### src/dcache_consts.svh
////////////////////////////////////////////////////////////////////////////
// width macros for the data cache hit stage: word, address, line, index,
// tag, offsets and ways
////////////////////////////////////////////////////////////////////////////
`ifndef DCACHE_CONSTS_SVH
`define DCACHE_CONSTS_SVH

// data word and physical address
`define DC_XLEN 32
`define DC_PLEN 32

// 128 bit lines, four words each
`define DC_BLK_BITS 128
`define DC_WAYS 2

// address split: tag | index | byte offset in line
`define DC_IDX_BITS 4
`define DC_BLK_OFFS_BITS 4
`define DC_DAT_OFFS_BITS 2
`define DC_TAG_BITS 24

`endif

### src/dcache_types_pkg.sv
////////////////////////////////////////////////////////////////////////////
// address, data, line, index, tag and way types of the data cache
////////////////////////////////////////////////////////////////////////////
`default_nettype none
`include "dcache_consts.svh"

package dcache_types_pkg;

  // core side
  typedef logic [`DC_PLEN-1:0] adr_t;
  typedef logic [`DC_XLEN-1:0] word_t;
  typedef logic [`DC_XLEN/8-1:0] word_be_t;

  // one cache line and its byte enables
  typedef logic [`DC_BLK_BITS-1:0] line_t;
  typedef logic [`DC_BLK_BITS/8-1:0] line_be_t;

  // address fields
  typedef logic [`DC_IDX_BITS-1:0] idx_t;
  typedef logic [`DC_TAG_BITS-1:0] tag_t;
  typedef logic [`DC_DAT_OFFS_BITS-1:0] offs_t;

  // one-hot way select
  typedef logic [`DC_WAYS-1:0] way_t;

endpackage

`default_nettype wire

### src/dcache_biu_pkg.sv
////////////////////////////////////////////////////////////////////////////
// bus interface command encoding
////////////////////////////////////////////////////////////////////////////
`default_nettype none

package dcache_biu_pkg;

  // commands from the hit stage to the bus interface
  typedef enum logic [1:0] {
    NOP      = 2'd0,
    READWAY  = 2'd1,
    WRITEWAY = 2'd2
  } biucmd_e;

endpackage

`default_nettype wire

### src/wbuf_if.sv
////////////////////////////////////////////////////////////////////////////
// write buffer contents shared between the buffer and its readers
////////////////////////////////////////////////////////////////////////////
`timescale 1ns/1ps
`default_nettype none

interface wbuf_if;
  import dcache_types_pkg::*;

  logic     we;
  idx_t     idx;
  offs_t    offs;
  word_t    data;
  // already shifted to the word position in the line
  line_be_t be;

  modport owner  (output we, idx, offs, data, be);
  modport reader (input  we, idx, offs, data, be);

endinterface

`default_nettype wire

### src/dcache_hit_ctrl.sv
////////////////////////////////////////////////////////////////////////////
// hit stage control: miss FSM, stall and latchmem, registered acknowledge
// and exception flags
////////////////////////////////////////////////////////////////////////////
`timescale 1ns/1ps
`default_nettype none
`include "dcache_consts.svh"

module dcache_hit_ctrl (
  input  wire logic                    clk_i,
  input  wire logic                    rst_ni,
  input  wire logic                    flush_i,
  input  wire logic                    req_i,
  input  wire logic                    wreq_i,
  input  wire logic                    cacheable_i,
  input  wire logic                    misaligned_i,
  input  wire logic                    pma_exception_i,
  input  wire logic                    pmp_exception_i,
  input  wire logic                    pagefault_i,
  input  wire logic                    cache_hit_i,
  input  wire logic                    way_dirty_i,
  input  wire dcache_types_pkg::way_t  fill_way_i,
  input  wire logic                    biucmd_ack_i,
  input  wire logic                    biucmd_busy_i,
  input  wire logic                    biu_ack_i,
  input  wire logic                    biu_err_i,
  input  wire dcache_types_pkg::adr_t  adr_i,
  input  wire dcache_types_pkg::adr_t  biu_adro_i,
  output logic                         stall_o,
  output logic                         latchmem_o,
  output logic                         ack_o,
  output logic                         armed_o,
  output logic                         filling_o,
  output dcache_types_pkg::way_t       fill_way_o,
  output dcache_biu_pkg::biucmd_e      biucmd_o,
  output logic                         err_o,
  output logic                         misaligned_o,
  output logic                         pagefault_o,
  output logic                         wb_capture_o,
  output logic                         evict_capture_o
);
  import dcache_types_pkg::*;
  import dcache_biu_pkg::*;

  // byte position inside a word
  localparam int BYTE_OFFS_BITS = `DC_BLK_OFFS_BITS - `DC_DAT_OFFS_BITS;

  typedef enum logic [2:0] {
    ARMED    = 3'd0,
    EVICT    = 3'd1,
    READ     = 3'd2,
    RECOVER0 = 3'd3,
    RECOVER1 = 3'd4
  } state_e;

  state_e  state;
  state_e  nxt_state;
  biucmd_e nxt_biucmd;
  way_t    nxt_fill_way;
  logic    valid_req;
  logic    adr_match;
  logic    biu_hit_ack;
  logic    cache_ack;

  assign valid_req = req_i & ~pma_exception_i & ~pmp_exception_i &
                     ~misaligned_i & ~pagefault_i;

  // bus is returning the word the core asks for
  assign adr_match   = biu_adro_i[`DC_PLEN-1:BYTE_OFFS_BITS] ==
                       adr_i[`DC_PLEN-1:BYTE_OFFS_BITS];
  assign biu_hit_ack = valid_req & biu_ack_i & adr_match;
  assign cache_ack   = valid_req & cacheable_i & cache_hit_i & ~flush_i;

  assign wb_capture_o    = (state == ARMED) & valid_req & wreq_i &
                           cacheable_i & cache_hit_i;
  assign evict_capture_o = (state == ARMED);

  //////////////////////////////////////////////////////////////////////////
  // miss FSM
  //////////////////////////////////////////////////////////////////////////
  always_comb begin
    nxt_state    = state;
    nxt_biucmd   = NOP;
    nxt_fill_way = fill_way_o;

    case (state)
      ARMED: begin
        if (valid_req && cacheable_i && !cache_hit_i && !flush_i && !biucmd_busy_i) begin
          // refill into the way picked by the replacement logic
          nxt_fill_way = fill_way_i;
          nxt_biucmd   = READWAY;
          nxt_state    = way_dirty_i ? EVICT : READ;
        end
      end
      EVICT: begin
        if (biucmd_ack_i || biu_err_i) begin
          // new line is in, now write back the victim
          nxt_state  = RECOVER0;
          nxt_biucmd = WRITEWAY;
        end
      end
      READ: begin
        if (biucmd_ack_i || biu_err_i) begin
          nxt_state = RECOVER0;
        end
      end
      RECOVER0: nxt_state = RECOVER1;
      RECOVER1: nxt_state = ARMED;
      default:  nxt_state = ARMED;
    endcase
  end

  always_ff @(posedge clk_i, negedge rst_ni) begin
    if (!rst_ni) begin
      state      <= ARMED;
      biucmd_o   <= NOP;
      fill_way_o <= '0;
      armed_o    <= 1'b1;
      filling_o  <= 1'b0;
    end else begin
      state      <= nxt_state;
      biucmd_o   <= nxt_biucmd;
      fill_way_o <= nxt_fill_way;
      armed_o    <= (nxt_state == ARMED);
      filling_o  <= (nxt_state == READ) || (nxt_state == EVICT);
    end
  end

  //////////////////////////////////////////////////////////////////////////
  // stall and latchmem
  //////////////////////////////////////////////////////////////////////////
  always_comb begin
    case (state)
      ARMED: begin
        stall_o    = valid_req & cacheable_i & ~cache_hit_i;
        latchmem_o = ~stall_o;
      end
      READ, EVICT: begin
        // hit under miss, or the requested word comes off the bus
        stall_o    = ~(biu_hit_ack | (valid_req & cache_hit_i));
        latchmem_o = ~stall_o;
      end
      // index set up for tag and data memories
      RECOVER0: begin
        stall_o    = 1'b1;
        latchmem_o = 1'b0;
      end
      // memory outputs latched
      RECOVER1: begin
        stall_o    = 1'b1;
        latchmem_o = 1'b1;
      end
      default: begin
        stall_o    = 1'b0;
        latchmem_o = 1'b1;
      end
    endcase
  end

  //////////////////////////////////////////////////////////////////////////
  // acknowledge and exceptions
  //////////////////////////////////////////////////////////////////////////
  always_ff @(posedge clk_i, negedge rst_ni) begin
    if (!rst_ni) begin
      ack_o        <= 1'b0;
      err_o        <= 1'b0;
      misaligned_o <= 1'b0;
      pagefault_o  <= 1'b0;
    end else begin
      case (state)
        ARMED:       ack_o <= cache_ack;
        READ, EVICT: ack_o <= (biu_hit_ack & ~flush_i) | cache_ack;
        default:     ack_o <= 1'b0;
      endcase
      err_o        <= biu_err_i | (req_i & (pma_exception_i | pmp_exception_i));
      misaligned_o <= req_i & misaligned_i;
      pagefault_o  <= pagefault_i;
    end
  end

  a_state_legal : assert property (@(posedge clk_i) disable iff (!rst_ni)
    state inside {ARMED, EVICT, READ, RECOVER0, RECOVER1});

  // one read command per miss
  a_readway_single : assert property (@(posedge clk_i) disable iff (!rst_ni)
    (biucmd_o == READWAY) |=> (biucmd_o != READWAY));

endmodule

`default_nettype wire

### src/dcache_wbuf.sv
////////////////////////////////////////////////////////////////////////////
// write buffer: captures a write hit and holds it until acknowledged
////////////////////////////////////////////////////////////////////////////
`timescale 1ns/1ps
`default_nettype none
`include "dcache_consts.svh"

module dcache_wbuf (
  input  wire logic                      clk_i,
  input  wire logic                      rst_ni,
  input  wire logic                      flush_i,
  input  wire logic                      wb_capture_i,
  input  wire logic                      writebuffer_ack_i,
  input  wire dcache_types_pkg::adr_t    adr_i,
  input  wire dcache_types_pkg::word_t   d_i,
  input  wire dcache_types_pkg::word_be_t be_i,
  input  wire dcache_types_pkg::way_t    ways_hit_i,
  output dcache_types_pkg::way_t         ways_hit_o,
  wbuf_if.owner                          wb
);
  import dcache_types_pkg::*;

  offs_t offs;

  assign offs = adr_i[`DC_BLK_OFFS_BITS-1 -: `DC_DAT_OFFS_BITS];

  // pipeline flush wins over a new capture
  always_ff @(posedge clk_i, negedge rst_ni) begin
    if (!rst_ni) begin
      wb.we <= 1'b0;
    end else if (flush_i) begin
      wb.we <= 1'b0;
    end else if (wb_capture_i) begin
      wb.we <= 1'b1;
    end else if (writebuffer_ack_i) begin
      wb.we <= 1'b0;
    end
  end

  always_ff @(posedge clk_i) begin
    if (wb_capture_i) begin
      wb.idx     <= adr_i[`DC_BLK_OFFS_BITS +: `DC_IDX_BITS];
      wb.offs    <= offs;
      wb.data    <= d_i;
      // byte enables moved to the word slot in the line
      wb.be      <= line_be_t'(be_i) << (offs * (`DC_XLEN / 8));
      ways_hit_o <= ways_hit_i;
    end
  end

  a_no_overwrite : assert property (@(posedge clk_i) disable iff (!rst_ni)
    (wb_capture_i && wb.we) |-> (flush_i || writebuffer_ack_i));

endmodule

`default_nettype wire

### src/dcache_rdata.sv
////////////////////////////////////////////////////////////////////////////
// read data path: line select, write buffer bypass, word select and
// read data register
////////////////////////////////////////////////////////////////////////////
`timescale 1ns/1ps
`default_nettype none
`include "dcache_consts.svh"

module dcache_rdata (
  input  wire logic                     clk_i,
  input  wire dcache_types_pkg::adr_t   adr_i,
  input  wire logic                     cacheable_i,
  input  wire logic                     cache_hit_i,
  input  wire logic                     in_biubuffer_i,
  input  wire dcache_types_pkg::line_t  biubuffer_i,
  input  wire dcache_types_pkg::line_t  cache_line_i,
  input  wire dcache_types_pkg::word_t  biu_q_i,
  input  wire logic                     filling_i,
  output dcache_types_pkg::word_t       q_o,
  wbuf_if.reader                        wb
);
  import dcache_types_pkg::*;

  offs_t offs;
  logic  bypass;
  line_t src_line;
  line_t wb_line;
  line_t merged_line;
  word_t cache_q;

  assign offs     = adr_i[`DC_BLK_OFFS_BITS-1 -: `DC_DAT_OFFS_BITS];
  assign bypass   = wb.we & (wb.idx == adr_i[`DC_BLK_OFFS_BITS +: `DC_IDX_BITS]);
  assign src_line = in_biubuffer_i ? biubuffer_i : cache_line_i;
  // buffered word copied to every slot, byte enables pick the right one
  assign wb_line  = {(`DC_BLK_BITS / `DC_XLEN){wb.data}};

  // overlay pending write bytes onto the line
  always_comb begin
    for (int i = 0; i < `DC_BLK_BITS / 8; i++) begin
      merged_line[i*8 +: 8] = (bypass && wb.be[i]) ? wb_line[i*8 +: 8] : src_line[i*8 +: 8];
    end
  end

  assign cache_q = merged_line[offs*`DC_XLEN +: `DC_XLEN];

  always_ff @(posedge clk_i) begin
    if (filling_i) begin
      q_o <= cache_hit_i ? cache_q : biu_q_i;
    end else begin
      q_o <= cacheable_i ? cache_q : biu_q_i;
    end
  end

endmodule

`default_nettype wire

### src/dcache_evict_buf.sv
////////////////////////////////////////////////////////////////////////////
// eviction buffer for the victim line and its address
////////////////////////////////////////////////////////////////////////////
`timescale 1ns/1ps
`default_nettype none
`include "dcache_consts.svh"

module dcache_evict_buf (
  input  wire logic                     clk_i,
  input  wire logic                     evict_capture_i,
  input  wire dcache_types_pkg::idx_t   evict_idx_i,
  input  wire dcache_types_pkg::tag_t   evict_tag_i,
  input  wire dcache_types_pkg::line_t  evict_line_i,
  output dcache_types_pkg::adr_t        evictbuffer_adr_o,
  output dcache_types_pkg::line_t       evictbuffer_line_o
);

  // frozen during the miss, memories are free for hit under miss
  always_ff @(posedge clk_i) begin
    if (evict_capture_i) begin
      evictbuffer_adr_o  <= {evict_tag_i, evict_idx_i, {`DC_BLK_OFFS_BITS{1'b0}}};
      evictbuffer_line_o <= evict_line_i;
    end
  end

endmodule

`default_nettype wire

### src/dcache_hit_top.sv
////////////////////////////////////////////////////////////////////////////
// data cache hit stage top level
////////////////////////////////////////////////////////////////////////////
`timescale 1ns/1ps
`default_nettype none
`include "dcache_consts.svh"

module dcache_hit_top (
  input  wire logic                       clk_i,
  input  wire logic                       rst_ni,
  input  wire logic                       flush_i,

  // core request
  input  wire logic                       req_i,
  input  wire logic                       wreq_i,
  input  wire logic                       cacheable_i,
  input  wire logic                       misaligned_i,
  input  wire logic                       pma_exception_i,
  input  wire logic                       pmp_exception_i,
  input  wire logic                       pagefault_i,
  input  wire dcache_types_pkg::adr_t     adr_i,
  input  wire dcache_types_pkg::word_t    d_i,
  input  wire dcache_types_pkg::word_be_t be_i,
  output dcache_types_pkg::word_t         q_o,
  output logic                            ack_o,
  output logic                            err_o,
  output logic                            misaligned_o,
  output logic                            pagefault_o,
  output logic                            stall_o,
  output logic                            armed_o,
  output logic                            filling_o,

  // cache memories
  input  wire logic                       cache_hit_i,
  input  wire dcache_types_pkg::way_t     ways_hit_i,
  input  wire dcache_types_pkg::line_t    cache_line_i,
  input  wire logic                       way_dirty_i,
  input  wire dcache_types_pkg::way_t     fill_way_i,
  output dcache_types_pkg::way_t          fill_way_o,
  output dcache_types_pkg::idx_t          idx_o,
  output dcache_types_pkg::tag_t          core_tag_o,
  output logic                            latchmem_o,

  // write buffer
  output logic                            writebuffer_we_o,
  input  wire logic                       writebuffer_ack_i,
  output dcache_types_pkg::idx_t          writebuffer_idx_o,
  output dcache_types_pkg::offs_t         writebuffer_offs_o,
  output dcache_types_pkg::word_t         writebuffer_data_o,
  output dcache_types_pkg::line_be_t      writebuffer_be_o,
  output dcache_types_pkg::way_t          writebuffer_ways_hit_o,

  // eviction
  input  wire dcache_types_pkg::idx_t     evict_idx_i,
  input  wire dcache_types_pkg::tag_t     evict_tag_i,
  input  wire dcache_types_pkg::line_t    evict_line_i,
  output dcache_types_pkg::adr_t          evictbuffer_adr_o,
  output dcache_types_pkg::line_t         evictbuffer_line_o,

  // bus interface
  output dcache_biu_pkg::biucmd_e         biucmd_o,
  input  wire logic                       biucmd_ack_i,
  input  wire logic                       biucmd_busy_i,
  input  wire dcache_types_pkg::word_t    biu_q_i,
  input  wire logic                       biu_ack_i,
  input  wire logic                       biu_err_i,
  input  wire dcache_types_pkg::adr_t     biu_adro_i,
  input  wire logic                       in_biubuffer_i,
  input  wire dcache_types_pkg::line_t    biubuffer_i
);

  logic wb_capture;
  logic evict_capture;

  wbuf_if wb ();

  // index and tag toward the tag and data memories
  assign idx_o      = adr_i[`DC_BLK_OFFS_BITS +: `DC_IDX_BITS];
  assign core_tag_o = adr_i[`DC_PLEN-1 -: `DC_TAG_BITS];

  assign writebuffer_we_o   = wb.we;
  assign writebuffer_idx_o  = wb.idx;
  assign writebuffer_offs_o = wb.offs;
  assign writebuffer_data_o = wb.data;
  assign writebuffer_be_o   = wb.be;

  dcache_hit_ctrl i_ctrl (
    .*,
    .wb_capture_o    (wb_capture),
    .evict_capture_o (evict_capture)
  );

  dcache_wbuf i_wbuf (
    .*,
    .wb_capture_i (wb_capture),
    .ways_hit_o   (writebuffer_ways_hit_o),
    .wb           (wb)
  );

  dcache_rdata i_rdata (
    .*,
    .filling_i (filling_o),
    .wb        (wb)
  );

  dcache_evict_buf i_evict_buf (
    .*,
    .evict_capture_i (evict_capture)
  );

endmodule

`default_nettype wire

### config.mk
export PLATFORM = sky130hd
export DESIGN_NAME = dcache_hit_top
export DESIGN_NICKNAME = d
export VERILOG_FILES = /design/src/dcache_types_pkg.sv /design/src/dcache_biu_pkg.sv /design/src/wbuf_if.sv /design/src/dcache_hit_ctrl.sv /design/src/dcache_wbuf.sv /design/src/dcache_rdata.sv /design/src/dcache_evict_buf.sv /design/src/dcache_hit_top.sv
export VERILOG_INCLUDE_DIRS = /design/src
export SDC_FILE = /design/constraint.sdc
export NUM_CORES = 1
export LEC_CHECK = 0
export ABC_AREA = 1
export BUFFER_PORTS_ARGS = -buffer_cell sky130_fd_sc_hd__buf_2
export CAP_MARGIN = 0
export CELL_PAD_IN_SITES_DETAIL_PLACEMENT = 1
export CELL_PAD_IN_SITES_GLOBAL_PLACEMENT = 2
export CORE_AREA = 2 2 338 340
export CTS_BUF_LIST = sky130_fd_sc_hd__clkbuf_4
export DETAILED_ROUTE_END_ITERATION = 16
export DIE_AREA = 0 0 340 342
export GPL_ROUTABILITY_DRIVEN = 0
export HOLD_SLACK_MARGIN = 0.03
export MAX_ROUTING_LAYER = met4
export PLACE_DENSITY_LB_ADDON = 0.1
export SYNTH_ARGS = -nofsm -noshare
export SYNTH_HDL_FRONTEND = slang
export SYNTH_SLANG_ARGS = --single-unit
### constraint.sdc
create_clock -name clk_i -period 7.8 [get_ports clk_i]
set_clock_uncertainty 0.05 [all_clocks]
set_input_delay 0.39 -clock clk_i [delete_from_list [all_inputs] [get_ports clk_i]]
set_output_delay 0.39 -clock clk_i [all_outputs]
set_load 0.01 [all_outputs]
[Yosys cells after proc, flatten, opt, wreduce, memory -nomap -nowiden]
Cells that the tools add are included.
Cells by class
  magnitude comparators: 0
  add/subtract/negate cells: 0
  bitwise gates (word level): 31
  reduce and logical (&&, ||, !) cells: 31
  multiply operators: 0
  multiplexer cells: 33
  equality and inequality tests: 8
  shifts and indexed selects: 2
  divide/modulo/power cells: 0
Operator list (count)
  128-bit 2-to-1 mux: 1
  8-bit 2-to-1 mux: 16
  128-bit by 8-bit variable part select with 32-bit output: 1
  32-bit 2-to-1 mux: 3
  30-bit == test: 1
  1-bit logical AND: 20
  1-bit bitwise AND: 19
  4-bit by 4-bit << shifter with 16-bit output: 1
  3-bit by 2-bit == test with 1-bit output, second input constant: 3
  3-bit one-hot mux with 3 select lines: 1
  1-bit NOT: 8
  3-bit by 1-bit == test with 1-bit output, second input constant: 2
  3-bit zero test: 2
  3-bit 2-to-1 mux: 2
  1-bit one-hot mux with 3 select lines: 2
  4-bit == test: 1
  1-bit 2-to-1 mux: 4
  2-bit 2-to-1 mux: 2
  1-bit OR: 4
  2-bit one-hot mux with 2 select lines: 1
  2-bit OR reduction: 2
  3-bit == test, second input constant: 1
  1-bit zero test: 3
  3-bit nonzero test: 1
  3 further kinds: 4
Storage, ports and cells
  bits of input ports: 566
  register bits after elaboration: 258
  bits in read-only memories: 0
  RAM bits: 0
  memories: 0
  output and inout bits: 289
  latch bits: 0
  word-level logic and storage cells: 123

[Logic depth before layout (Yosys ltp)]
Gate-level depths: netlist of run 1.
  word-level depth: 13
  gate-level depth with buffers: 14

[Modules after synthesis]
Synthesis of run 1 repeated with hierarchy kept, for this count alone.
Second synthesis, totals
  cell total of the unflattened synthesis: 1586
  area total of the unflattened synthesis: 14385.0 sq um
By module, submodules not included
  dcache_rdata: area each 6247.2 sq um, instances 1, cells an instance 1071
  dcache_evict_buf: area each 4718.3 sq um, instances 1, cells an instance 161
  dcache_wbuf: area each 1890.6 sq um, instances 1, cells an instance 85
  dcache_hit_ctrl: area each 1318.8 sq um, instances 1, cells an instance 241
  dcache_hit_top: area each 210.2 sq um, instances 1, cells an instance 28

[Worst setup path before layout of run 1]
OpenSTA, ideal clock, no wires.
  path type: register to register
  start point: reg i_ctrl.state[1]
  end point: reg i_wbuf.ways_hit_o[0] (enable)
  arrival: 6.421 ns
  setup slack: 0.908 ns
  required time: 7.329 ns
  path buffers: 0
  stages on the path, launching flop included: 5
  cell sequence: dfrtp_1 -> nor2_1 -> inv_1 -> nor2_2 -> and3_1
Between the ends
  word-level cells in the longest chain between the ends: 5
Ends and longest elaborated chain
  from (decl): RTL line dcache_hit_ctrl.sv:56  | state_e state;
  from (signal assigned): RTL line dcache_hit_ctrl.sv:121  | state <= nxt_state;
  3-bit zero test: RTL line dcache_hit_ctrl.sv:74  | assign wb_capture_o = (state == ARMED) & valid_req & wreq_i &
  1-bit bitwise AND (3 in a row): RTL line dcache_hit_ctrl.sv:74
  1-bit bitwise AND: RTL line dcache_hit_ctrl.sv:75  | cacheable_i & cache_hit_i;
  named net i_ctrl.wb_capture_o: RTL line dcache_hit_ctrl.sv:39  | output logic wb_capture_o,
  to (signal assigned): RTL line dcache_wbuf.sv:47  | ways_hit_o <= ways_hit_i;
  to (decl): RTL line dcache_wbuf.sv:18  | output dcache_types_pkg::way_t ways_hit_o,
The timed path passes the listed nets, and every way through them passes these cells.
A chain may end at the register's enable or synchronous reset.

[Worst setup path after layout of run 1]
  start point: reg i_wbuf.wb.we
  end point: reg i_rdata.q_o[29]
Between the ends
  word-level cells in the longest chain between the ends: 6
  elaborated cells between the ends (all ways): 13
Ends and longest elaborated chain
  from (decl): RTL line wbuf_if.sv:17  | modport owner (output we, idx, offs, data, be);
  from (signal assigned): RTL line dcache_wbuf.sv:30  | wb.we <= 1'b0;
  from (signal assigned): RTL line dcache_wbuf.sv:32  | wb.we <= 1'b0;
  from (signal assigned): RTL line dcache_wbuf.sv:34  | wb.we <= 1'b1;
  1-bit bitwise AND *: RTL line dcache_rdata.sv:32  | assign bypass = wb.we & (wb.idx == adr_i[`DC_BLK_OFFS_BITS +: `DC_IDX_BITS]);
  1-bit logical AND: RTL line dcache_rdata.sv:40  | merged_line[i*8 +: 8] = (bypass && wb.be[i]) ? wb_line[i*8 +: 8] : src_line[i*8 +: 8];
  8-bit 2-to-1 mux: RTL line dcache_rdata.sv:40
  128-bit by 8-bit variable part select with 32-bit output *: RTL line dcache_rdata.sv:44  | assign cache_q = merged_line[offs*`DC_XLEN +: `DC_XLEN];
  32-bit 2-to-1 mux, on equally long branches: RTL line dcache_rdata.sv:50, dcache_rdata.sv:48
  32-bit 2-to-1 mux *: RTL line dcache_rdata.sv:47  | if (filling_i) begin
  to (signal assigned): RTL line dcache_rdata.sv:48  | q_o <= cache_hit_i ? cache_q : biu_q_i;
  to (signal assigned): RTL line dcache_rdata.sv:50  | q_o <= cacheable_i ? cache_q : biu_q_i;
  to (decl): RTL line dcache_rdata.sv:19  | output dcache_types_pkg::word_t q_o,
Every way passes the cells marked *; elsewhere a longest branch is shown, timed or not.

==> results of run 1 <==
cell type report:
type / instances / area (µm²)
well taps: 1512 / 1890
multi-input cells: 998 / 5490
clock inverters: 35 / 190
clock buffers: 109 / 818
repair buffers: 1355 / 9310
flip-flops and latches: 258 / 7360
diodes: 35 / 87.6
fillers: 13400 / 87600
inverters: 107 / 405
logic make-up after synthesis:
family / after synthesis
simple gates: 767
flops: 258
buf+inv: 244
mux: 128
compound gates: 83
xor+xnor: 16
other cells: 1
state kept, by name, summed over array words and instances (netlist names):
| name | cells |
|---|---|
| i_evict_buf.evictbuffer_line_o | 128 |
| i_rdata.q_o | 32 |
| i_wbuf.wb.data | 32 |
| i_evict_buf.evictbuffer_adr_o | 28 |
| i_wbuf.wb.be | 16 |
| i_wbuf.wb.idx | 4 |
| i_ctrl.state | 3 |
| i_ctrl.biucmd_o | 2 |
| i_ctrl.fill_way_o | 2 |
| i_wbuf.ways_hit_o | 2 |
| i_wbuf.wb.offs | 2 |
| i_ctrl.ack_o | 1 |
| i_ctrl.armed_o | 1 |
| i_ctrl.err_o | 1 |
| i_ctrl.filling_o | 1 |
| i_ctrl.misaligned_o | 1 |
| i_ctrl.pagefault_o | 1 |
| i_wbuf.wb.we | 1 |
routing by layer:
layer,part of all wire,up-vias
met5,0,-
met4,0.045,0
met3,0.067,147
met2,0.52,651
met1,0.37,7938
li1,-,7955
critical path: cells and delay by family, from the launching register on:
kind	cells	cell delay, ns
compound gates	1	0.15
simple gates	10	2.04
buf+inv	4	1.77
flops	1	0.34
synthesized netlist by cell type (2+ instances only):
cell,count
nand2_1,372
edfxtp_1,212
nand3_1,201
nand4_1,130
mux2i_1,128
inv_1,101
a21oi_1,67
clkbuf_1,53
buf_4,41
dfxtp_1,32
buf_2,25
nor3_1,23
nor2_1,18
dfrtp_1,13
buf_1,12
nand3_2,12
o21ai_0,9
xnor2_1,8
xor2_1,8
buf_6,6
inv_2,5
o22ai_1,3
or2_2,3
nand2_2,2
nor2_2,2
through the flow:
step	cell area, µm²	hold slack, ns
2_1_floorplan	14000	0.0444
3_3_place_gp	19500	0.280
3_5_place_dp	19500	0.279
4_1_cts	25500	0.0302
5_1_grt	25500	0.0823
6_report	25600	0.129
power by group:
group | switching [mW] | leakage [nW] | internal, mW
clock | 0.752 | 0.588 | 0.662
sequential | 0.113 | 2.42 | 2.00
combinational | 1.24 | 8.66 | 0.841
total | 2.10 | 11.7 | 3.50
final timing paths:
kind	from	endpoint	slack, ns	cells after the start
max	i_wbuf.wb.we$_DFFE_PN0P_	i_rdata.q_o[29]$_DFF_P_	3.27	15
min	pmp_exception_i	i_ctrl.biucmd_o[0]$_DFF_PN0_	0.13	6
max reg2reg	i_wbuf.wb.we$_DFFE_PN0P_	i_rdata.q_o[29]$_DFF_P_	3.27	15
min reg2reg	i_ctrl.state[2]$_DFF_PN0_	i_ctrl.state[2]$_DFF_PN0_	0.54	1
max in group asynchronous	rst_ni	i_ctrl.state[0]$_DFF_PN0_	6.66	3
min in group asynchronous	rst_ni	i_ctrl.fill_way_o[0]$_DFFE_PN0P_	0.56	3
==> results by stage, run 1 <==
Logic synthesis:
- Of the total synthesized cell area, the portion taken by full adders, half adders and majority gates is 0.
- The number of warnings reported in the yosys synthesis log is 0.
- The number of register bits inferred by synthesis is 258.
- Of the total synthesized cell area, the portion taken by AND, OR, NAND and NOR gates is 0.259.
- After synthesis, the share of cell area in mux cells is 0.0917.
- The area fraction in compound gates after synthesis was 0.0307.
- Among all flip-flop cells after synthesis, the most frequent one is edfxtp_1.
- The largest area contributor in the netlist is edfxtp_1.
- The async set or reset register ratio after synthesis is 0.0543.
- The average size of a mapped cell is 9.34 µm².
- Of the total synthesized cell area, the portion taken by XOR and XNOR cells is 0.0100.
- The share of synthesized area in the top cell type comes to 0.456.
- After synthesis, the largest family of logic cells by area is simple AND/OR/NAND/NOR gates.
- The synthesized area is 14000 µm².
- Counting flops with a built-in enable in the synthesized netlist gives 212.
- The post-synthesis instance total is 1497.
- Of the synthesized area, sequential elements account for 0.527.
- Ranked by total cell area, the synthesized netlist is headed by edfxtp_1 (46%), nand2_1 (10%), mux2i_1 (9.2%).
- Yosys mapped the design onto 36 distinct sky130hd cell types.

STA:
- The final number of max-transition violations is 0.
- Setup total negative slack on the finished layout was measured at 0 ns.
- Static timing analysis puts the maximum clock frequency at 0.221 GHz.
- The number of failing hold endpoints at the final stage is 0.
- The relative slew slack is 0.269.
- The smallest clock period supported by the final layout is computed as 4.53 ns.
- At the pin with the least slew margin, the transition time is 1.10 ns.
- The count of endpoints failing setup in the final report is 0.
- The worst path setup slack after routing is 3.27 ns.
- The share of the clock period used by the worst path is 0.581.
- Setup repair after global routing left no endpoint under its margin.

Min path:
- The tightest min-delay check is of the primary input to flop type.

Finish:
- The most common library cell in the layout ignoring fill and taps is buf_2.
- The ratio of cells with drive above 1 in the final layout is 0.355.
- The utilization after layout is 0.226.
- Compared with the post-synthesis result, the final layout area differs by 82.9%.
- At the end of the flow, the number of nets in the layout was 3374.
- Leaving out fill and tap cells, the most frequent cells in the layout are buf_2 (844), dlygate4sd3_1 (492), nand2_1 (372), edfxtp_1 (212), nand3_1 (201).
- The finished layout holds 4409 standard cells, fillers aside.

GRT:
- In the global route stage, met3 resource usage came out at 0.0441.
- The pin count of the biggest net entering global routing is 157.
- The initial antenna violation count is 38.
- For this run, global-route usage on met1 was measured as 0.174.
- The remaining global-route overflow is 0.
- The first global-routing pass estimated 136000 µm of wire.
- For met2 alone, demand over resource in global routing was 0.302.
- After global routing, the most crowded layer is met2.
- In the global route stage, overall resource usage came out at 0.169.
- The via count of the first global-routing pass is 18900.

Floorplan:
- The initial utilization of the core area, before any placement, comes to 0.124.
- Row generation in the floorplan step produced 124 rows.
- The die span in x is 340 µm.
- The die area is 116000 µm².
- The number of top-level pins is 855.
- The vertical extent of the die is 342 µm.
- The core area is 113000 µm².

Setup path:
- The cell with the largest stage delay on the worst path is nor2_8.
- The cell with the most instances on the worst path is nand2_1.
- The type of destination of the critical path is a flop.
- STA puts the critical path data arrival time at 5.32 ns.
- The critical path's largest stage delay is 0.63 ns.
- STA classifies the critical path startpoint as a flop.
- At the worst endpoint, the required time is 8.59 ns.
- Traced cell by cell, the critical path runs through inv_1 -> a21oi_2 -> nand2_2 -> nor2_8 -> buf_4 -> nand3_1 -> nand2_1 -> nand3_1 -> nand3_1 -> nand2_1 -> nand2_1 -> nand2_1 -> dlygate4sd3_1 -> nand2_1 -> dlygate4sd3_1.
- The category of the most critical setup path is flop to flop.
- Of all nets on the critical path, the largest fanout is 51.

Detailed routing:
- The detail route stage leaves a number of antenna-violating nets equal to 0.
- The DRC violation total after the first TritonRoute iteration is 661.
- The final routed DRC violation total is 0.
- Dividing the detail-routed wire length by the instance count gives 22.2 µm.
- In the routed layout, each cell is associated on average with a via count of 3.79.
- The total number of vias is 16700.
- Summed over all layers, the routed wires come to 97800 µm.
- The pre-antenna-repair detailed-routing pass consisted of 4 iterations.

CTS:
- The number of H-tree levels is 3.
- The post-cts resize count is 0.
- The later pin in the worst-skew pair is clocked with a latency of 0.93 ns.
- The number of buffers added by the clock tree synthesis step is 88.
- The TritonCTS clock tree is yes.
- In this run the clock root is driven by a clkbuf_4.
- The post-CTS repair timing setup buffer count is 0.
- The cts-stage hold buffer count is 492.
- The number of buffers on the longest clock path is 3.
- CTS saw 258 sinks.
- The clock transition at the registers of the reported paths is 0.07 ns.

Run status:
- The flow ran to the end, and the final reports show no timing, DRC or antenna violations.

Place:
- The number of buffer cells added on primary ports is 846.
- The post-placement cell count is 3738.
- The worst setup slack before clock tree synthesis is 4.09 ns.
- The wire-length estimate of the detail-placed layout is 75700 µm.

Power and ir drop:
- The total power of the final layout is 5.61 mW.
- The worst IR drop on VDD is 313 µV.
- The leakage component of the power is 11.7 nW.
- In this run the power density over the cells is 219 nW/µm².

Flow run:
- The number of violations of the max-capacitance limit is 0.
(Power assumes the default switching activity.)
==> inputs of run 2 (changes only) <==
- ABC_AREA: 1 -> 0
- CORE_AREA: 2 2 338 340 -> 2 2 336 338
- DIE_AREA: 0 0 340 342 -> 0 0 338 340
- clock period: 7.8 -> 4.59 ns (I/O delays scaled with it)
==> results by stage, run 2 <==
Logic synthesis:
- The fraction of the yosys area taken by sequential cells is 0.635.
- The number of warnings reported in the yosys synthesis log is 0.
- Synthesis inferred 258 register bits.
- After synthesis, the cell types taking the most area are edfxtp_1 (55%), dfxtp_1 (5.5%), mux2i_1 (5.5%).
- The largest area contributor in the netlist is edfxtp_1.
- The post-synthesis cell type count is 47.
- The number of enable flip-flop cells after synthesis is 212.
- The commonest cells after synthesis are edfxtp_1 (212), mux2i_1 (64), mux2_2 (50), nand2_1 (41), a221o_1 (33).
- In the synthesized netlist, the number of instances is 835.
- The most frequently used flop master after synthesis is edfxtp_1.
- Counting flops with an async set or reset pin after synthesis yields a share of 0.0543.
- The synthesized area is 11600 µm².
- By instance count, the leading cell after synthesis is edfxtp_1.
- In this run the mean area of a mapped cell was 13.9 µm².
- Of the post-synthesis cell area, the dominant cell type holds 0.549.

Floorplan:
- The die span in x is 338 µm.
- For this configuration, the core starts out at a cell density of 0.104.
- The core area is 112000 µm².
- The floorplan step defined a die boundary enclosing 115000 µm².
- The initialized floorplan defines 123 standard-cell rows.
- Pin placement for this block handled 855 I/O pins.
- The floorplan step set the die height to 340 µm.

Power and ir drop:
- The total power per unit cell area is 373 nW/µm².
- Summing internal, switching and leakage power gives 8.88 mW.
- The leakage component of the power is 10.1 nW.
- The worst-case IR drop observed on VDD is 420 µV.

STA:
- The accumulated negative setup slack is 0 ns.
- For the pin with the worst max-slew slack, the measured transition is 1.07 ns.
- The time the final worst path needs with I/O delays and setup is 3.64 ns.
- The number of failing hold endpoints at the final stage came to 0.
- The count of endpoints failing setup in the final report is 0.
- The final number of max-transition violations is 0.
- Based on the critical path, the design can be clocked at up to 0.275 GHz.
- Setup repair after global routing left no endpoint under its margin.
- The relative slew slack is 0.288.
- The share of the clock period used by the worst path is 0.793.

GRT:
- The pin count of the biggest net entering global routing is 157.
- The remaining global-route overflow is 0.
- The initial antenna violation count is 27.
- Across every metal layer, demand over resource in global routing totals 0.145.
- The first-pass GRT wire length is 112000 µm.
- The via count of the first global-routing pass came to 14700.

Setup path:
- The capturing point of the worst reg2reg path is i_rdata.q_o[30]$_DFF_P_.
- The worst register-to-register path has a depth of 9.
- Data arrives at the worst endpoint at 4.31 ns.
- The critical path required time is 5.26 ns.
- The start of the worst register-to-register path is i_wbuf.wb.idx[0]$_DFFE_PP_.
- STA classifies the critical path endpoint as a flop.
- Along the worst path, the maximum fanout reaches 13.
- The critical path in this run is classified as flop to flop.
- The critical path startpoint is i_wbuf.wb.idx[0]$_DFFE_PP_.
- The worst register-to-register path has a setup slack of 0.95 ns.
- The worst setup path is launched from a flop.

Flow run:
- Across the run, the number of max-cap violations was 0.

Finish:
- In the final layout, flip-flops and latches occupy 7360 µm².
- The number of flip-flops under the largest register name is 128.
- Compared with the post-synthesis result, the final layout area differs by 105%.
- The count of filler cells inserted in the layout is 13100.
- The ratio of cells with drive above 1 in the final layout is 0.462.
- The multi-input combinational cells in the finished layout cover a total of 3830 µm².
- The largest registers in the layout are i_evict_buf.evictbuffer_line_o: 128 flops, i_rdata.q_o: 32 flops, i_wbuf.wb.data: 32 flops.
- The net count of the finished layout is 2802.
- Leaving out fill and tap cells, the most frequent cells in the layout are buf_2 (845), dlygate4sd3_1 (521), edfxtp_1 (212), clkbuf_4 (129), mux2i_1 (63).
- Leaving out fill and tap cells, the most frequent cell in the layout is buf_2.
- Counting flops per register, the top entry is i_evict_buf.evictbuffer_line_o.
- The finished cells cover 23800 µm².

Detailed routing:
- The ratio of routed vias to standard cells is 3.45.
- After detailed routing, the average wire length per cell comes to 22.0 µm.
- The DRC violation total after the first TritonRoute iteration is 369.
- For this block, the routed nets add up to 83700 µm of wire.
- In the routed design, unresolved DRC markers number 0.
- The pre-antenna-repair detailed-routing pass consisted of 4 iterations.
- For this block, the via count after detailed routing is 13100.
- The number of antenna-violating nets in the routed design is 0.

Place:
- Once detailed placement completed, the half-perimeter wirelength came to 65600 µm.
- The total cell area at the placement stage is 17500 µm².
- Buffers placed on the I/O ports in this run total 846.

Min path:
- The min-delay analysis places its worst path in the category primary input to flop.
- The endpoint of the worst hold-timing path is i_evict_buf.evictbuffer_line_o[53]$_DFFE_PP_.
- Counting instances, the worst hold path has a depth of 2.
- The worst hold path begins at evict_line_i[53].

CTS:
- Buffers inserted to repair hold after CTS numbered 521.
- TritonCTS built the clock tree.
- The post-cts resize count is 0.
- The number of buffers on the longest clock path is 3.
- The number of H-tree levels is 3.
- Counting every sink on the clock net gives 258.
- CTS placed an instance of clkbuf_4 at the clock tree root.
- Clock-pin slew was measured on the worst setup and hold paths at 0.06 ns.
- Buffers added to address setup during post-CTS repair amount to 0.
- The number of clock buffers added by TritonCTS is 87.
- The later pin in the worst-skew pair is clocked with a latency of 0.86 ns.

Run status:
- The run finished with clean final reports.
-- run 2: area by class of cell --
type,count,area share
diodes,14,0.00147
clock buffers,129,0.0407
clock inverters,21,0.00395
inverters,8,0.00126
multi-input cells,499,0.161
flip-flops and latches,258,0.309
well taps,1500,0.0789
repair buffers,1382,0.403
-- run 2: worst max path at each step --
stage                                     end  slack, ns  cells after the start
5_1_grt               i_rdata.q_o[28]$_DFF_P_       0.76                      8
4_1_cts               i_rdata.q_o[25]$_DFF_P_       0.86                      7
6_report              i_rdata.q_o[30]$_DFF_P_       0.95                      9
2_1_floorplan  i_wbuf.ways_hit_o[0]$_DFFE_PP_       0.05                      4
3_3_place_gp     i_wbuf.wb.data[20]$_DFFE_PP_       1.44                      6
3_5_place_dp          i_rdata.q_o[26]$_DFF_P_       1.43                      7
-- run 2: power breakdown --
group | internal [mW] | total (mW) | switching (mW)
clock network | 1.27 | 2.50 | 1.23
registers | 3.35 | 3.53 | 0.185
logic | 1.16 | 2.84 | 1.68
-- run 2: metal layers --
metal	track usage	up-vias	share of wire
met2	0.262	481	0.53
li1	-	6147	-
met4	0.0513	0	0.030
met3	0.0365	144	0.067
met1	0.152	6364	0.37
met5	-	-	0
-- run 2: cells by family after synthesis --
family	Yosys count	synth area share
other	1	0.000323
multiplexers	114	0.104
AND/OR/NAND/NOR	151	0.0675
AO/OA/AOI/OAI	196	0.127
buffers and inverters	81	0.0406
XOR/XNOR	34	0.0257
flip-flops	258	0.635
-- run 2: worst max-delay path, stage by stage, from the launching register on --
cell	delay (ns)
edfxtp_1	0.40
xor2_1	0.18
nor3_4	0.20
buf_4	0.30
nand3_1	0.63
a2bb2oi_1	0.32
a32oi_1	0.24
dlygate4sd3_1	0.56
o21ai_0	0.07
dlygate4sd3_1	0.56
-- run 2: per-stage QoR --
step / hold slack (ns) / std cells / utilization / setup WS (ns)
after CTS: 0.0309 / 3797 / 0.213 / 0.865
after global routing: 0.0890 / 3808 / 0.213 / 0.756
final: 0.178 / 3811 / 0.213 / 0.949
after floorplan: -0.116 / 838 / - / 0.0472
after global placement: 0.145 / 3126 / 0.157 / 1.44
after detailed placement: 0.133 / 3126 / 0.157 / 1.43
==> inputs of run 3 (changes only) <==
- clock period: 4.59 -> 3.8 ns (I/O delays scaled with it)
==> results by stage, run 3 (synthesized netlist as in run 2, its figures left out) <==
CTS:
- The clock passes through at most 3 buffers.
- The clock transition at the registers of the reported paths is 0.06 ns.
- The clock net in this run drives a total of 258 sinks.
- The post-CTS repair timing setup buffer count is 0.
- Buffers inserted during clock tree synthesis total 90.
- Clock latency on the worst-skew pair, taken at its later pin, is 0.86 ns.
- The TritonCTS clock tree is yes.
- The number of H-tree levels is 3.
- The tree is rooted in a clkbuf_4.

Detailed routing:
- The count of nets left with antenna violations once routing finished came out at 0.
- The pre-antenna-repair detailed-routing pass consisted of 5 iterations.
- In the routed layout, each cell is associated on average with a via count of 3.47.
- For this run, design rule violations remaining after detail routing come to 0.
- In this run, the number of DRC markers left after iteration 0 of detailed routing was 432.
- After detailed routing, the total wire length is 85100 µm.
- The total number of vias is 13300.
- The average routed wire per standard cell is 22.2 µm.

GRT:
- The total overflow left after global routing is 0.
- The initial antenna violation count is 34.
- The first global-routing pass estimated 114000 µm of wire.
- The via count of the first global-routing pass is 14600.
- Entering global routing, the biggest net connects 81 pins.
- The global router's overall resource usage is 0.148.

Finish:
- Excluding fillers, the count of instances in the completed layout stands at 3840.
- The multi-input logic area is 3830 µm².
- At the end of the flow, the number of nets in the layout was 2826.
- The synthesis-to-layout area growth is 108%.
- The number of flip-flops under the largest register name is 128.
- The flip-flop and latch area is 7360 µm².
- Leaving out fill and tap cells, the most frequent cells in the layout are buf_2 (845), dlygate4sd3_1 (541), edfxtp_1 (212), clkbuf_4 (135), mux2i_1 (63).
- The filler cells instantiated in the layout total 13000.
- The register with the most flip-flops is i_evict_buf.evictbuffer_line_o.
- The ratio of cells with drive above 1 in the final layout is 0.461.
- The largest registers in the layout are i_evict_buf.evictbuffer_line_o: 128 flops, i_rdata.q_o: 32 flops, i_wbuf.wb.data: 32 flops.
- Leaving out fill and tap cells, the most frequent cell in the layout is buf_2.

STA:
- The number of failing hold endpoints at the final stage came to 0.
- Setup repair after global routing left no endpoint under its margin.
- Derived from the worst setup path, the maximum achievable clock frequency is 0.286 GHz.
- The time the final worst path needs with I/O delays and setup is 3.50 ns.
- The share of the clock period used by the worst path is 0.921.
- The accumulated negative setup slack is 0 ns.
- The worst slack on hold paths is 0.173 ns.
- The final number of max-transition violations is 0.
- Setup violations remaining at the end of the flow were counted as 0.
- Headroom to the max-slew limit came out at 0.209.
- For the pin with the worst max-slew slack, the measured transition is 1.18 ns.

Power and ir drop:
- The net load switching power is 3.74 mW.
- Of the total power, registers draw 0.395.
- The internal power is 7.08 mW.
- The worst IR drop on VDD is 392 µV.
- The combinational group share of total power is 0.319.
- The share of total power consumed by net switching is 0.346.
- The leakage component of the power is 10.2 nW.
- The total power of the final layout is 10.8 mW.
- Power spread over the standard cell area amounts to 450 nW/µm².
- The share of total power dissipated in the clock network is 0.286.

Setup path:
- Following the worst setup path forward leads to its endpoint at i_rdata.q_o[30]$_DFF_P_.
- The startpoint identified for the worst register-to-register timing path is i_wbuf.wb.idx[0]$_DFFE_PP_.
- The maximum fanout along the worst path is 12.
- The most critical setup path has its startpoint at i_wbuf.wb.idx[0]$_DFFE_PP_.
- The worst setup path is launched from a flop.
- The type of destination of the critical path is a flop.
- The critical path data arrival time is 4.18 ns.
- The critical path is of the flop to flop type.
- The capturing point of the worst reg2reg path is i_rdata.q_o[30]$_DFF_P_.
- At the worst endpoint, the required time is 4.48 ns.
- The worst register-to-register path has a depth of 9.
- The setup check on the worst reg-to-reg path leaves a slack of 0.30 ns.

Floorplan:
- The die span in x is 338 µm.
- In this run the core area contains 123 standard-cell rows.
- The floorplan step defined a core boundary enclosing 112000 µm².
- The die area is 115000 µm².
- For this configuration, the core starts out at a cell density of 0.104.
- In this run the count of I/O pins placed on the die edge is 855.
- The floorplan step set the die height to 340 µm.

Place:
- The post-placement cell count is 3127.
- The number of buffer cells added on primary ports is 846.
- The HPWL after detailed placement is 67800 µm.

Flow run:
- The number of violations of the max-capacitance limit is 0.

Run status:
- The run finished with clean final reports.

Min path:
- The classification of the worst-slack hold path is primary input to flop.
==> run 3: changes by cell type in the layout (fill, tap and decap cells not counted), sizes merged <==
cell,before,now
dlygate4sd3,521,541
clkbuf,130,136
diode,14,18
clkinvlp,4,1
buf,860,861
clkinv,16,17
==> run 3: through the flow <==
| step | area [µm²] | worst slack [ns] | utilization |
|---|---|---|---|
| floorplan | 11600 | -0.694 | - |
| global placement | 17500 | 0.761 | 0.157 |
| detailed placement | 17500 | 0.723 | 0.157 |
| CTS | 24000 | 0.154 | 0.215 |
| global route | 24100 | 0.0327 | 0.216 |
| finish | 24100 | 0.299 | 0.216 |
==> run 3: metal layers <==
layer  GRT usage  up-vias  part of all wire
met5           -        -                 0
met4      0.0445        0             0.023
met3      0.0374      124             0.060
met2       0.262      517              0.52
met1       0.162     6485              0.39
li1            -     6194                 -
==> run 3: layout make-up <==
class / instances / area share
antenna: 18 / 0.00187
clock buffer: 135 / 0.0421
clock inverter: 19 / 0.00374
tap: 1500 / 0.0780
multi-input combinational: 499 / 0.159
sequential: 258 / 0.306
inverter: 8 / 0.00125
timing repair buffer: 1403 / 0.408
==> run 3: power groups by stage <==
stage                     combinational, mW  clock (mW)  sequential [mW]
after floorplan                       0.844           0             4.71
after global placement                 2.98           0             4.32
after detailed placement               2.99           0             4.32
after CTS                              3.57        3.29             4.27
after global routing                   3.73        3.44             4.34
final                                  3.46        3.09             4.27
==> run 3: critical path, stage by stage (launching register included) <==
cell,delay (ns)
edfxtp_1,0.39
xor2_1,0.18
nor3_4,0.23
buf_4,0.31
nand3_1,0.49
a2bb2oi_1,0.28
a32oi_1,0.21
dlygate4sd3_1,0.58
o21ai_0,0.09
dlygate4sd3_1,0.59
==> run 3: what timing repair did <==
item	4_1_cts	5_1_grt
endpoints found under the hold margin	301	0
resized for setup	0	0
hold buffers	541	0
==> run 3: how the worst min path moves through the flow <==
stage               depth (start not counted)                            to  slack [ns]        startpoint
global route                                4       i_rdata.q_o[19]$_DFF_P_        0.09  biubuffer_i[115]
detailed placement                          1        i_ctrl.err_o$_DFF_PN0_        0.09            rst_ni
finish                                      4        i_rdata.q_o[6]$_DFF_P_        0.17  biubuffer_i[102]
floorplan                                   0        i_ctrl.ack_o$_DFF_PN0_       -0.16            rst_ni
CTS                                         4        i_rdata.q_o[6]$_DFF_P_        0.03  biubuffer_i[102]
global placement                            1  i_ctrl.pagefault_o$_DFF_PN0_        0.08            rst_ni
